**src/dispatch_settings.svh**
```systemverilog
`ifndef DISPATCH_SETTINGS_SVH
`define DISPATCH_SETTINGS_SVH

// Instructions per dispatch group.
`define DISPATCH_WIDTH 4

// Branch checkpoints, one mask bit each.
`define CHECKPOINTS 8
`define CHECKPOINTS_LOG 3

// Register and PC widths.
`define SIZE_PHYSICAL_LOG 7
`define SIZE_RMT_LOG 5
`define SIZE_PC 32

// Back-end structure sizes.
`define SIZE_LSQ 16
`define SIZE_LSQ_LOG 4
`define SIZE_ISSUEQ 32
`define SIZE_ISSUEQ_LOG 5
`define SIZE_ACTIVELIST 64
`define SIZE_ACTIVELIST_LOG 6

`endif

```
**src/dispatchPkg.sv**
```systemverilog
`include "dispatch_settings.svh"

package dispatchPkg;

  // Physical register tag.
  typedef logic [`SIZE_PHYSICAL_LOG-1:0] physReg_t;

  // Architectural register index.
  typedef logic [`SIZE_RMT_LOG-1:0] archReg_t;

  // Program counter.
  typedef logic [`SIZE_PC-1:0] pc_t;

  // One bit per outstanding branch checkpoint.
  typedef logic [`CHECKPOINTS-1:0] checkpointMask_t;

  // Checkpoint index.
  typedef logic [`CHECKPOINTS_LOG-1:0] checkpointId_t;

  // Occupancy counts carry one bit above the log size,
  // so a completely full structure is representable.
  typedef logic [`SIZE_LSQ_LOG:0] lsqCnt_t;
  typedef logic [`SIZE_ISSUEQ_LOG:0] iqCnt_t;
  typedef logic [`SIZE_ACTIVELIST_LOG:0] alCnt_t;

  // Functional unit class of an instruction.
  typedef enum logic [1:0] {
    INST_SIMPLE  = 2'd0,
    INST_COMPLEX = 2'd1,
    INST_CONTROL = 2'd2,
    INST_MEMORY  = 2'd3
  } instType_e;

endpackage

```
**src/branchMaskUpdate.sv**
```systemverilog
`timescale 1ns/1ps
`include "dispatch_settings.svh"

module branchMaskUpdate (
  input  logic                         clk,
  input  logic                         rst_i,
  input  dispatchPkg::checkpointMask_t branchMaskIn_i [`DISPATCH_WIDTH],
  input  logic                         ctrlVerified_i,
  input  dispatchPkg::checkpointId_t   ctrlVerifiedId_i,
  output dispatchPkg::checkpointMask_t branchMask_o [`DISPATCH_WIDTH]
);

  // One-hot of the released checkpoint, zero when nothing resolved.
  dispatchPkg::checkpointMask_t clearMask;

  always_comb begin
    clearMask = '0;
    if (ctrlVerified_i) begin
      clearMask[ctrlVerifiedId_i] = 1'b1;
    end
  end

  // A correctly resolved branch no longer shadows younger instructions.
  always_comb begin
    for (int s = 0; s < `DISPATCH_WIDTH; s++) begin
      branchMask_o[s] = branchMaskIn_i[s] & ~clearMask;
    end
  end

  // Verified checkpoint must be gone from every slot.
  for (genvar s = 0; s < `DISPATCH_WIDTH; s++) begin : gMaskCheck
    assert property (
      @(posedge clk) disable iff (rst_i)
      ctrlVerified_i |-> !branchMask_o[s][ctrlVerifiedId_i]
    ) else $error("slot %0d keeps verified checkpoint %0d", s, ctrlVerifiedId_i);
  end

endmodule

```
**src/capacityCheck.sv**
```systemverilog
`timescale 1ns/1ps
`include "dispatch_settings.svh"

module capacityCheck (
  input  logic                 clk,
  input  logic                 rst_i,
  input  logic                 isLoad_i [`DISPATCH_WIDTH],
  input  logic                 isStore_i [`DISPATCH_WIDTH],
  input  logic                 renameReady_i,
  input  logic                 flagRecoverEX_i,
  input  dispatchPkg::lsqCnt_t loadQueueCnt_i,
  input  dispatchPkg::lsqCnt_t storeQueueCnt_i,
  input  dispatchPkg::iqCnt_t  issueQueueCnt_i,
  input  dispatchPkg::alCnt_t  activeListCnt_i,
  output logic                 backEndReady_o,
  output logic                 stallFrontEnd_o
);

  // Wide enough to count every slot of the group.
  localparam int CntW = $clog2(`DISPATCH_WIDTH + 1);

  // Sums get one bit of headroom above the occupancy width.
  localparam int LsqSumW = `SIZE_LSQ_LOG + 2;
  localparam int IqSumW  = `SIZE_ISSUEQ_LOG + 2;
  localparam int AlSumW  = `SIZE_ACTIVELIST_LOG + 2;

  logic [CntW-1:0]    loadCnt;
  logic [CntW-1:0]    storeCnt;
  logic [LsqSumW-1:0] loadTotal;
  logic [LsqSumW-1:0] storeTotal;
  logic [IqSumW-1:0]  iqTotal;
  logic [AlSumW-1:0]  alTotal;
  logic               loadStall;
  logic               storeStall;
  logic               iqStall;
  logic               alStall;
  logic               stall;

  // Loads and stores in the incoming group.
  always_comb begin
    loadCnt  = '0;
    storeCnt = '0;
    for (int s = 0; s < `DISPATCH_WIDTH; s++) begin
      loadCnt  = loadCnt + CntW'(isLoad_i[s]);
      storeCnt = storeCnt + CntW'(isStore_i[s]);
    end
  end

  // Only memory ops need LSQ entries.
  assign loadTotal  = LsqSumW'(loadQueueCnt_i) + LsqSumW'(loadCnt);
  assign storeTotal = LsqSumW'(storeQueueCnt_i) + LsqSumW'(storeCnt);

  // Every slot takes an issue queue and active list entry.
  assign iqTotal = IqSumW'(issueQueueCnt_i) + IqSumW'(`DISPATCH_WIDTH);
  assign alTotal = AlSumW'(activeListCnt_i) + AlSumW'(`DISPATCH_WIDTH);

  assign loadStall  = (loadTotal > LsqSumW'(`SIZE_LSQ));
  assign storeStall = (storeTotal > LsqSumW'(`SIZE_LSQ));
  assign iqStall    = (iqTotal > IqSumW'(`SIZE_ISSUEQ));
  assign alStall    = (alTotal > AlSumW'(`SIZE_ACTIVELIST));

  assign stall = loadStall | storeStall | iqStall | alStall;

  // Rename and decode hold while any structure lacks room.
  assign stallFrontEnd_o = stall;

  // Group moves only with room, a valid group and no recovery in flight.
  assign backEndReady_o = ~stall & renameReady_i & ~flagRecoverEX_i;

  // Accepting a group while stalling would lose or duplicate it.
  assert property (
    @(posedge clk) disable iff (rst_i)
    !(backEndReady_o && stallFrontEnd_o)
  ) else $error("back end ready while front end stalled");

endmodule

```
**src/dispatch.sv**
```systemverilog
`timescale 1ns/1ps
`include "dispatch_settings.svh"

module dispatch (
  input  logic                         clk,
  input  logic                         rst_i,
  input  logic                         renameReady_i,
  input  logic                         flagRecoverEX_i,
  input  logic                         ctrlVerified_i,
  input  dispatchPkg::checkpointId_t   ctrlVerifiedId_i,

  // Renamed group, one entry per slot.
  input  dispatchPkg::archReg_t        archDest_i [`DISPATCH_WIDTH],
  input  dispatchPkg::physReg_t        physDest_i [`DISPATCH_WIDTH],
  input  dispatchPkg::physReg_t        oldPhysDest_i [`DISPATCH_WIDTH],
  input  dispatchPkg::physReg_t        physSrc1_i [`DISPATCH_WIDTH],
  input  dispatchPkg::physReg_t        physSrc2_i [`DISPATCH_WIDTH],
  input  logic                         isLoad_i [`DISPATCH_WIDTH],
  input  logic                         isStore_i [`DISPATCH_WIDTH],
  input  dispatchPkg::checkpointMask_t branchMask_i [`DISPATCH_WIDTH],
  input  dispatchPkg::checkpointId_t   checkpointId_i [`DISPATCH_WIDTH],
  input  dispatchPkg::instType_e       instType_i [`DISPATCH_WIDTH],
  input  dispatchPkg::pc_t             pc_i [`DISPATCH_WIDTH],

  // Current back-end occupancy.
  input  dispatchPkg::lsqCnt_t         loadQueueCnt_i,
  input  dispatchPkg::lsqCnt_t         storeQueueCnt_i,
  input  dispatchPkg::iqCnt_t          issueQueueCnt_i,
  input  dispatchPkg::alCnt_t          activeListCnt_i,

  // Issue queue fields.
  output dispatchPkg::physReg_t        iqPhysDest_o [`DISPATCH_WIDTH],
  output dispatchPkg::physReg_t        iqPhysSrc1_o [`DISPATCH_WIDTH],
  output dispatchPkg::physReg_t        iqPhysSrc2_o [`DISPATCH_WIDTH],
  output dispatchPkg::checkpointId_t   iqCheckpointId_o [`DISPATCH_WIDTH],
  output dispatchPkg::instType_e       iqInstType_o [`DISPATCH_WIDTH],

  // Active list fields.
  output dispatchPkg::archReg_t        alArchDest_o [`DISPATCH_WIDTH],
  output dispatchPkg::physReg_t        alPhysDest_o [`DISPATCH_WIDTH],
  output dispatchPkg::physReg_t        alOldPhysDest_o [`DISPATCH_WIDTH],
  output dispatchPkg::pc_t             alPc_o [`DISPATCH_WIDTH],

  // Shared by issue queue, active list, LSQ and the rename pipeline register.
  output logic                         isLoad_o [`DISPATCH_WIDTH],
  output logic                         isStore_o [`DISPATCH_WIDTH],
  output dispatchPkg::checkpointMask_t updatedBranchMask_o [`DISPATCH_WIDTH],

  output logic                         backEndReady_o,
  output logic                         stallFrontEnd_o
);

  // Masks also feed back to rename so a held group sees the release.
  branchMaskUpdate uMaskUpdate (
    .clk              (clk),
    .rst_i            (rst_i),
    .branchMaskIn_i   (branchMask_i),
    .ctrlVerified_i   (ctrlVerified_i),
    .ctrlVerifiedId_i (ctrlVerifiedId_i),
    .branchMask_o     (updatedBranchMask_o)
  );

  // Room check over all four back-end structures.
  capacityCheck uCapacity (
    .clk             (clk),
    .rst_i           (rst_i),
    .isLoad_i        (isLoad_i),
    .isStore_i       (isStore_i),
    .renameReady_i   (renameReady_i),
    .flagRecoverEX_i (flagRecoverEX_i),
    .loadQueueCnt_i  (loadQueueCnt_i),
    .storeQueueCnt_i (storeQueueCnt_i),
    .issueQueueCnt_i (issueQueueCnt_i),
    .activeListCnt_i (activeListCnt_i),
    .backEndReady_o  (backEndReady_o),
    .stallFrontEnd_o (stallFrontEnd_o)
  );

  // Same field mapping in every slot.
  for (genvar s = 0; s < `DISPATCH_WIDTH; s++) begin : gSlot

    // Operands and wakeup tag for the scheduler.
    assign iqPhysDest_o[s]     = physDest_i[s];
    assign iqPhysSrc1_o[s]     = physSrc1_i[s];
    assign iqPhysSrc2_o[s]     = physSrc2_i[s];
    assign iqCheckpointId_o[s] = checkpointId_i[s];
    assign iqInstType_o[s]     = instType_i[s];

    // Old mapping is freed at retire, PC kept for recovery.
    assign alArchDest_o[s]    = archDest_i[s];
    assign alPhysDest_o[s]    = physDest_i[s];
    assign alOldPhysDest_o[s] = oldPhysDest_i[s];
    assign alPc_o[s]          = pc_i[s];

    // Memory flags.
    assign isLoad_o[s]  = isLoad_i[s];
    assign isStore_o[s] = isStore_i[s];

  end

endmodule

```
**config.mk**
```make
export PLATFORM = sky130hd
export DESIGN_NAME = dispatch
export DESIGN_NICKNAME = d
export VERILOG_FILES = /design/src/dispatchPkg.sv /design/src/branchMaskUpdate.sv /design/src/capacityCheck.sv /design/src/dispatch.sv
export VERILOG_INCLUDE_DIRS = /design/src
export SDC_FILE = /design/constraint.sdc
export NUM_CORES = 1
export LEC_CHECK = 0
export BUFFER_PORTS_ARGS = -buffer_cell sky130_fd_sc_hd__clkbuf_2
export CAP_MARGIN = 20
export CELL_PAD_IN_SITES_DETAIL_PLACEMENT = 1
export CELL_PAD_IN_SITES_GLOBAL_PLACEMENT = 2
export CORE_AREA = 2 2 271 273
export DETAILED_ROUTE_END_ITERATION = 16
export DIE_AREA = 0 0 273 275
export PLACE_DENSITY_LB_ADDON = 0.1
export REMOVE_ABC_BUFFERS = 1
export SYNTH_ARGS = -nofsm -noshare
export SYNTH_HDL_FRONTEND = slang
export SYNTH_SLANG_ARGS = --single-unit
```
**constraint.sdc**
```tcl
create_clock -name vclk -period 2.55
set_input_delay 0 -clock vclk [all_inputs]
set_output_delay 0 -clock vclk [all_outputs]
set_load 0.01 [all_outputs]
```
* Word-level counts from Yosys, hierarchy flattened
Index checks and enable logic that the tools add are counted.
Operators by class: bitwise gates (word level) 12, $add $sub $neg 10, reductions and logical operators 1, order comparisons 6, muxes and demuxes 3
Operators with widths (number):
- 8-bit AND | 4
- 3-bit by 1-bit adder with 3-bit output | 4
- 5-bit by 3-bit adder with 6-bit output | 2
- 6-bit by 5-bit > comparator with 1-bit output, second input constant | 2
- 7-bit by 3-bit adder with 8-bit output, second input constant | 1
- 8-bit by 7-bit > comparator with 1-bit output, second input constant | 1
- 8-bit 2-to-1 mux | 1
- 8-bit NOT | 1
- 6-bit by 3-bit adder with 7-bit output, second input constant | 1
- 7-bit by 6-bit > comparator with 1-bit output, second input constant | 1
- 1-bit by 1-bit adder with 2-bit output | 2
- 3-bit by 4-bit < comparator with 1-bit output, second input constant | 1
- 1-bit demux with 3-bit select | 1
- 3-bit by 1-bit >= comparator with 1-bit output, second input constant | 1
- 1-bit bitwise OR | 3
- 1-bit AND | 2
- 1-bit NOT | 2
- 1-bit logical AND | 1
- 1-bit 2-to-1 mux | 1
Word-level totals: output and inout bits 350, register bits 0

* Logic depth before layout (Yosys ltp)
depth in word-level cells 11, mapped depth 12, depth with buffers taken out 12

* Hierarchy
Synthesis repeated with hierarchy kept, for this count alone.
Unflattened totals: cell total of the unflattened synthesis 404, area, all modules 3100.5 sq um
By module, submodules not included:
- dispatch | area each 2372.3 sq um, cells an instance 316, seq. area each 0.0 sq um, times used 1
- capacityCheck | area each 392.9 sq um, cells an instance 48, seq. area each 0.0 sq um, times used 1
- branchMaskUpdate | area each 335.3 sq um, cells an instance 40, seq. area each 0.0 sq um, times used 1

* Worst setup path after synthesis
Ideal clock, no wire load.
path kind input to output, start input isStore_i[2] (netlist name), end output backEndReady_o, buffers on the path 0, cell stages on the path 12, setup slack 0.285 ns, required time 2.550 ns, arrival time 2.265 ns, path through ha_1 -> inv_1 -> fa_1 -> inv_1 -> ha_1 -> inv_1 -> fa_1 -> xnor2_1 -> nor3b_2 -> nor3b_2 -> a311o_1 -> and4b_1
Between the ends: cells in the longest elaborated chain, start to end 11
Ends and longest elaborated chain:
- start: declaration | RTL line dispatch.sv:19 | input logic isStore_i [`DISPATCH_WIDTH],
- 1-bit by 1-bit adder with 2-bit output | RTL line capacityCheck.sv:45 | storeCnt = storeCnt + CntW'(isStore_i[s]);
- 3-bit by 1-bit adder with 3-bit output (2 in a row) | RTL line capacityCheck.sv:45
- 5-bit by 3-bit adder with 6-bit output | RTL line capacityCheck.sv:51 | assign storeTotal = LsqSumW'(storeQueueCnt_i) + LsqSumW'(storeCnt);
- 6-bit by 5-bit > comparator with 1-bit output | RTL line capacityCheck.sv:58 | assign storeStall = (storeTotal > LsqSumW'(`SIZE_LSQ));
- 1-bit bitwise OR (3 in a row) | RTL line capacityCheck.sv:62 | assign stall = loadStall | storeStall | iqStall | alStall;
- 1-bit NOT | RTL line capacityCheck.sv:68 | assign backEndReady_o = ~stall & renameReady_i & ~flagRecoverEX_i;
- 1-bit AND (2 in a row) | RTL line capacityCheck.sv:68
- end: declaration | RTL line dispatch.sv:49 | output logic backEndReady_o,
Every way passes these cells.

* Worst setup path after layout
start input isStore_i[3] (netlist name), end output backEndReady_o
Same word-level chain as after synthesis.

==> impl_metrics.ini <==
[run_status]
status = finished, violations left
violations = negative setup slack

[logic_synthesis]
ys_seq_area_frac = 0
synthMuxAreaShare = 0
synth_compound_area_frac = 0.0212
syn_area_per_cell_sq_um = 7.45
yosys.area_share.simple = 0.123
synthCells = 419
synthAdderAreaFrac = 0.0657
synth.area.top_cells = buf_4 76%, ha_1 4.0%, nor2b_1 3.8%
yosys.area.top_type_share = 0.760
synth_xor_area_frac = 0.0112
yosysMostFrequentCell = buf_4
ys_top_cells_by_count = 316 x buf_4, 19 x nor2b_1, 16 x and2_1, 16 x inv_1, 10 x ha_1
synth_top_family_by_area = buffers and inverters
synth_area_sq_um = 3120
yosysWarnings = 0
synth_area_leader_cell = buf_4
synth_cell_types = 25

[grt]
grt_max_degree = 9
grt_pass1_vias = 2022
antenna_found_initial = 6
grt.overflow.total = 0
grtUsageTotal = 0.247
grt_pass1_wl_um = 102000

[setup_path]
path_depth = 14
critPathMaxFanout = 2
crit_start = isStore_i[3]
cpLargestDelayFamily = adder cells
cp-start-kind = input pin
required_ns = 2.55
setup.worst_path.class = input pin to output port
cpMostUsedCell = inv_2
crit_arrival_ns = 2.63
worstSetupEndpoint = backEndReady_o
cp-end-kind = output port
crit_chain = buf_8 > ha_4 > inv_2 > fa_1 > inv_2 > ha_4 > inv_2 > fa_2 > nor2b_1 > o21ai_1 > xor2_1 > a311o_2 > and4b_1 > clkbuf_2
critPathMaxStageDelay_ns = 0.47
path_buf_inv = 5
critPathSlowestCell = fa_1

[min_path]
hp-class = input pin to output port

[timing]
fin_ws_ns = -0.0756
tightestPinTransition_ns = 0.662
hold_viol = 0
max_freq_mhz = 381
rsz0062_at_grt = true
period_share = 1.03
max-slew-margin-rel = 0.555
drv_slew = 0
period_minus_slack_ns = 2.63
setup_viol = 1

[power]
power_leakage_nw = 0.839
switching_share = 0.508
clock_power_share = 0
seq_power_share = 0
powerDensity_nw_per_um2 = 132
p_total_uw = 344
p_int_uw = 169
p_comb_frac = 1.000
irDropWorstVdd_uv = 43.4
switchingPower_uw = 175

[floorplanning]
die_w_um = 273
io_pins = 701
dieArea_sq_um = 75100
coreArea_sq_um = 72300
chipHeight_um = 275
start_util = 0.0432
std_cell_rows = 99

[cells_and_area]
nClkBuffers = 0
drive_gt1_frac = 0.578
area_delta_synth_final_pct = -16.8
n_fill_cell = 8767
seq_area_sq_um = 0
fin_area_sq_um = 2600
nFlopsAndLatches = 0
nets = 585

[drt]
initialDrtViolationCount = 262
ant_nets = 0
wl_um = 96700
num_vias = 2400
drc = 0
wl_per_cell_um = 82.1
post_drt_via_cell_ratio = 2.04
firstDrtPassIters = 4

[clock_tree]
postCtsHoldBufs = 0

[placed_design]
placed_cell_area_sq_um = 2520
post-place-ws_ns = -0.301
portBuffers = 111
gp_congestion = 0.919
dp_hpwl_um = 95000

[run]
cap_violations = 0
[per-stage QoR]
stage,utilization,hold slack [ns],cells,setup TNS [ns]
after CTS,0.0355,0.000204,1176,-0.194
final,0.0359,0.000129,1178,-0.0756
after detailed placement,0.0348,0.000204,1175,-0.501
after global routing,0.0359,0.0000963,1177,-0.361
after floorplan,-,0,103,0
after global placement,0.0348,0.000204,1175,-0.530
[routing by layer]
metal	vias to the layer above	share of wire	routed length (um)	track usage
met5	-	0.0066	640	0.0558
met4	12	0.014	1390	0.0187
met3	40	0.35	34000	0.417
met2	853	0.56	54300	0.506
met1	915	0.066	6390	0.0424
li1	580	-	-	-
[layout make-up]
| cell class | count | area [sq um] | area share |
|---|---|---|---|
| tap | 959 | 1200 | 0.462 |
| multi-input combinational | 87 | 732 | 0.282 |
| timing repair buffer | 115 | 602 | 0.232 |
| inverter | 16 | 60.1 | 0.0231 |
| antenna | 1 | 2.50 | 0.000964 |
[how the worst min path moves through the flow]
stage	endpoint	start	cells after the start	slack [ns]
after global placement	iqInstType_o[0]	instType_i[0]	0	0.0002
final	iqCheckpointId_o[0]	checkpointId_i[0]	0	0.0001
after detailed placement	iqInstType_o[0]	instType_i[0]	0	0.0002
after CTS	iqInstType_o[0]	instType_i[0]	0	0.0002
after floorplan	alArchDest_o[0]	archDest_i[0]	0	0
after global routing	iqCheckpointId_o[0]	checkpointId_i[0]	0	0.0001
[what timing repair did]
item,in CTS,in global routing
setup buffers,1,1
pin swaps,1,2
resized for setup,11,7
hold endpoints to repair,0,0
endpoints found under the setup margin,2,2
[power groups by stage]
stage                        Clock, mW  Combinational, mW  Sequential (mW)
after floorplan                      0              0.142                0
after global placement               0              0.315                0
after detailed placement             0              0.312                0
after CTS                            0              0.340                0
after global routing                 0              0.377                0
final                     0.0000000530              0.344                0
[layout by cell type, fill, tap and decap left out, types with 2 or more instances in the layout]
cell type / n
nand4b_1: 4
nand3_1: 3
o211ai_1: 2
nor3b_1: 3
xor2_1: 2
buf_4: 4
nor3_1: 3
inv_2: 4
a21oi_1: 2
and2_1: 16
fa_1: 3
nand2_1: 3
ha_4: 2
inv_1: 12
nor2b_1: 19
nand4_1: 2
o21ai_0: 2
clkbuf_2: 108
ha_1: 8
[logic make-up (layout without fill, tap and decap cells)]
| kind of cell | count (synthesis) | in the layout |
|---|---|---|
| compound gates | 10 | 10 |
| xor+xnor | 4 | 4 |
| fa+ha+maj | 14 | 14 |
| buf+inv | 332 | 131 |
| other cells | 0 | 1 |
| simple gates | 59 | 59 |
(Power assumes the default switching activity.)
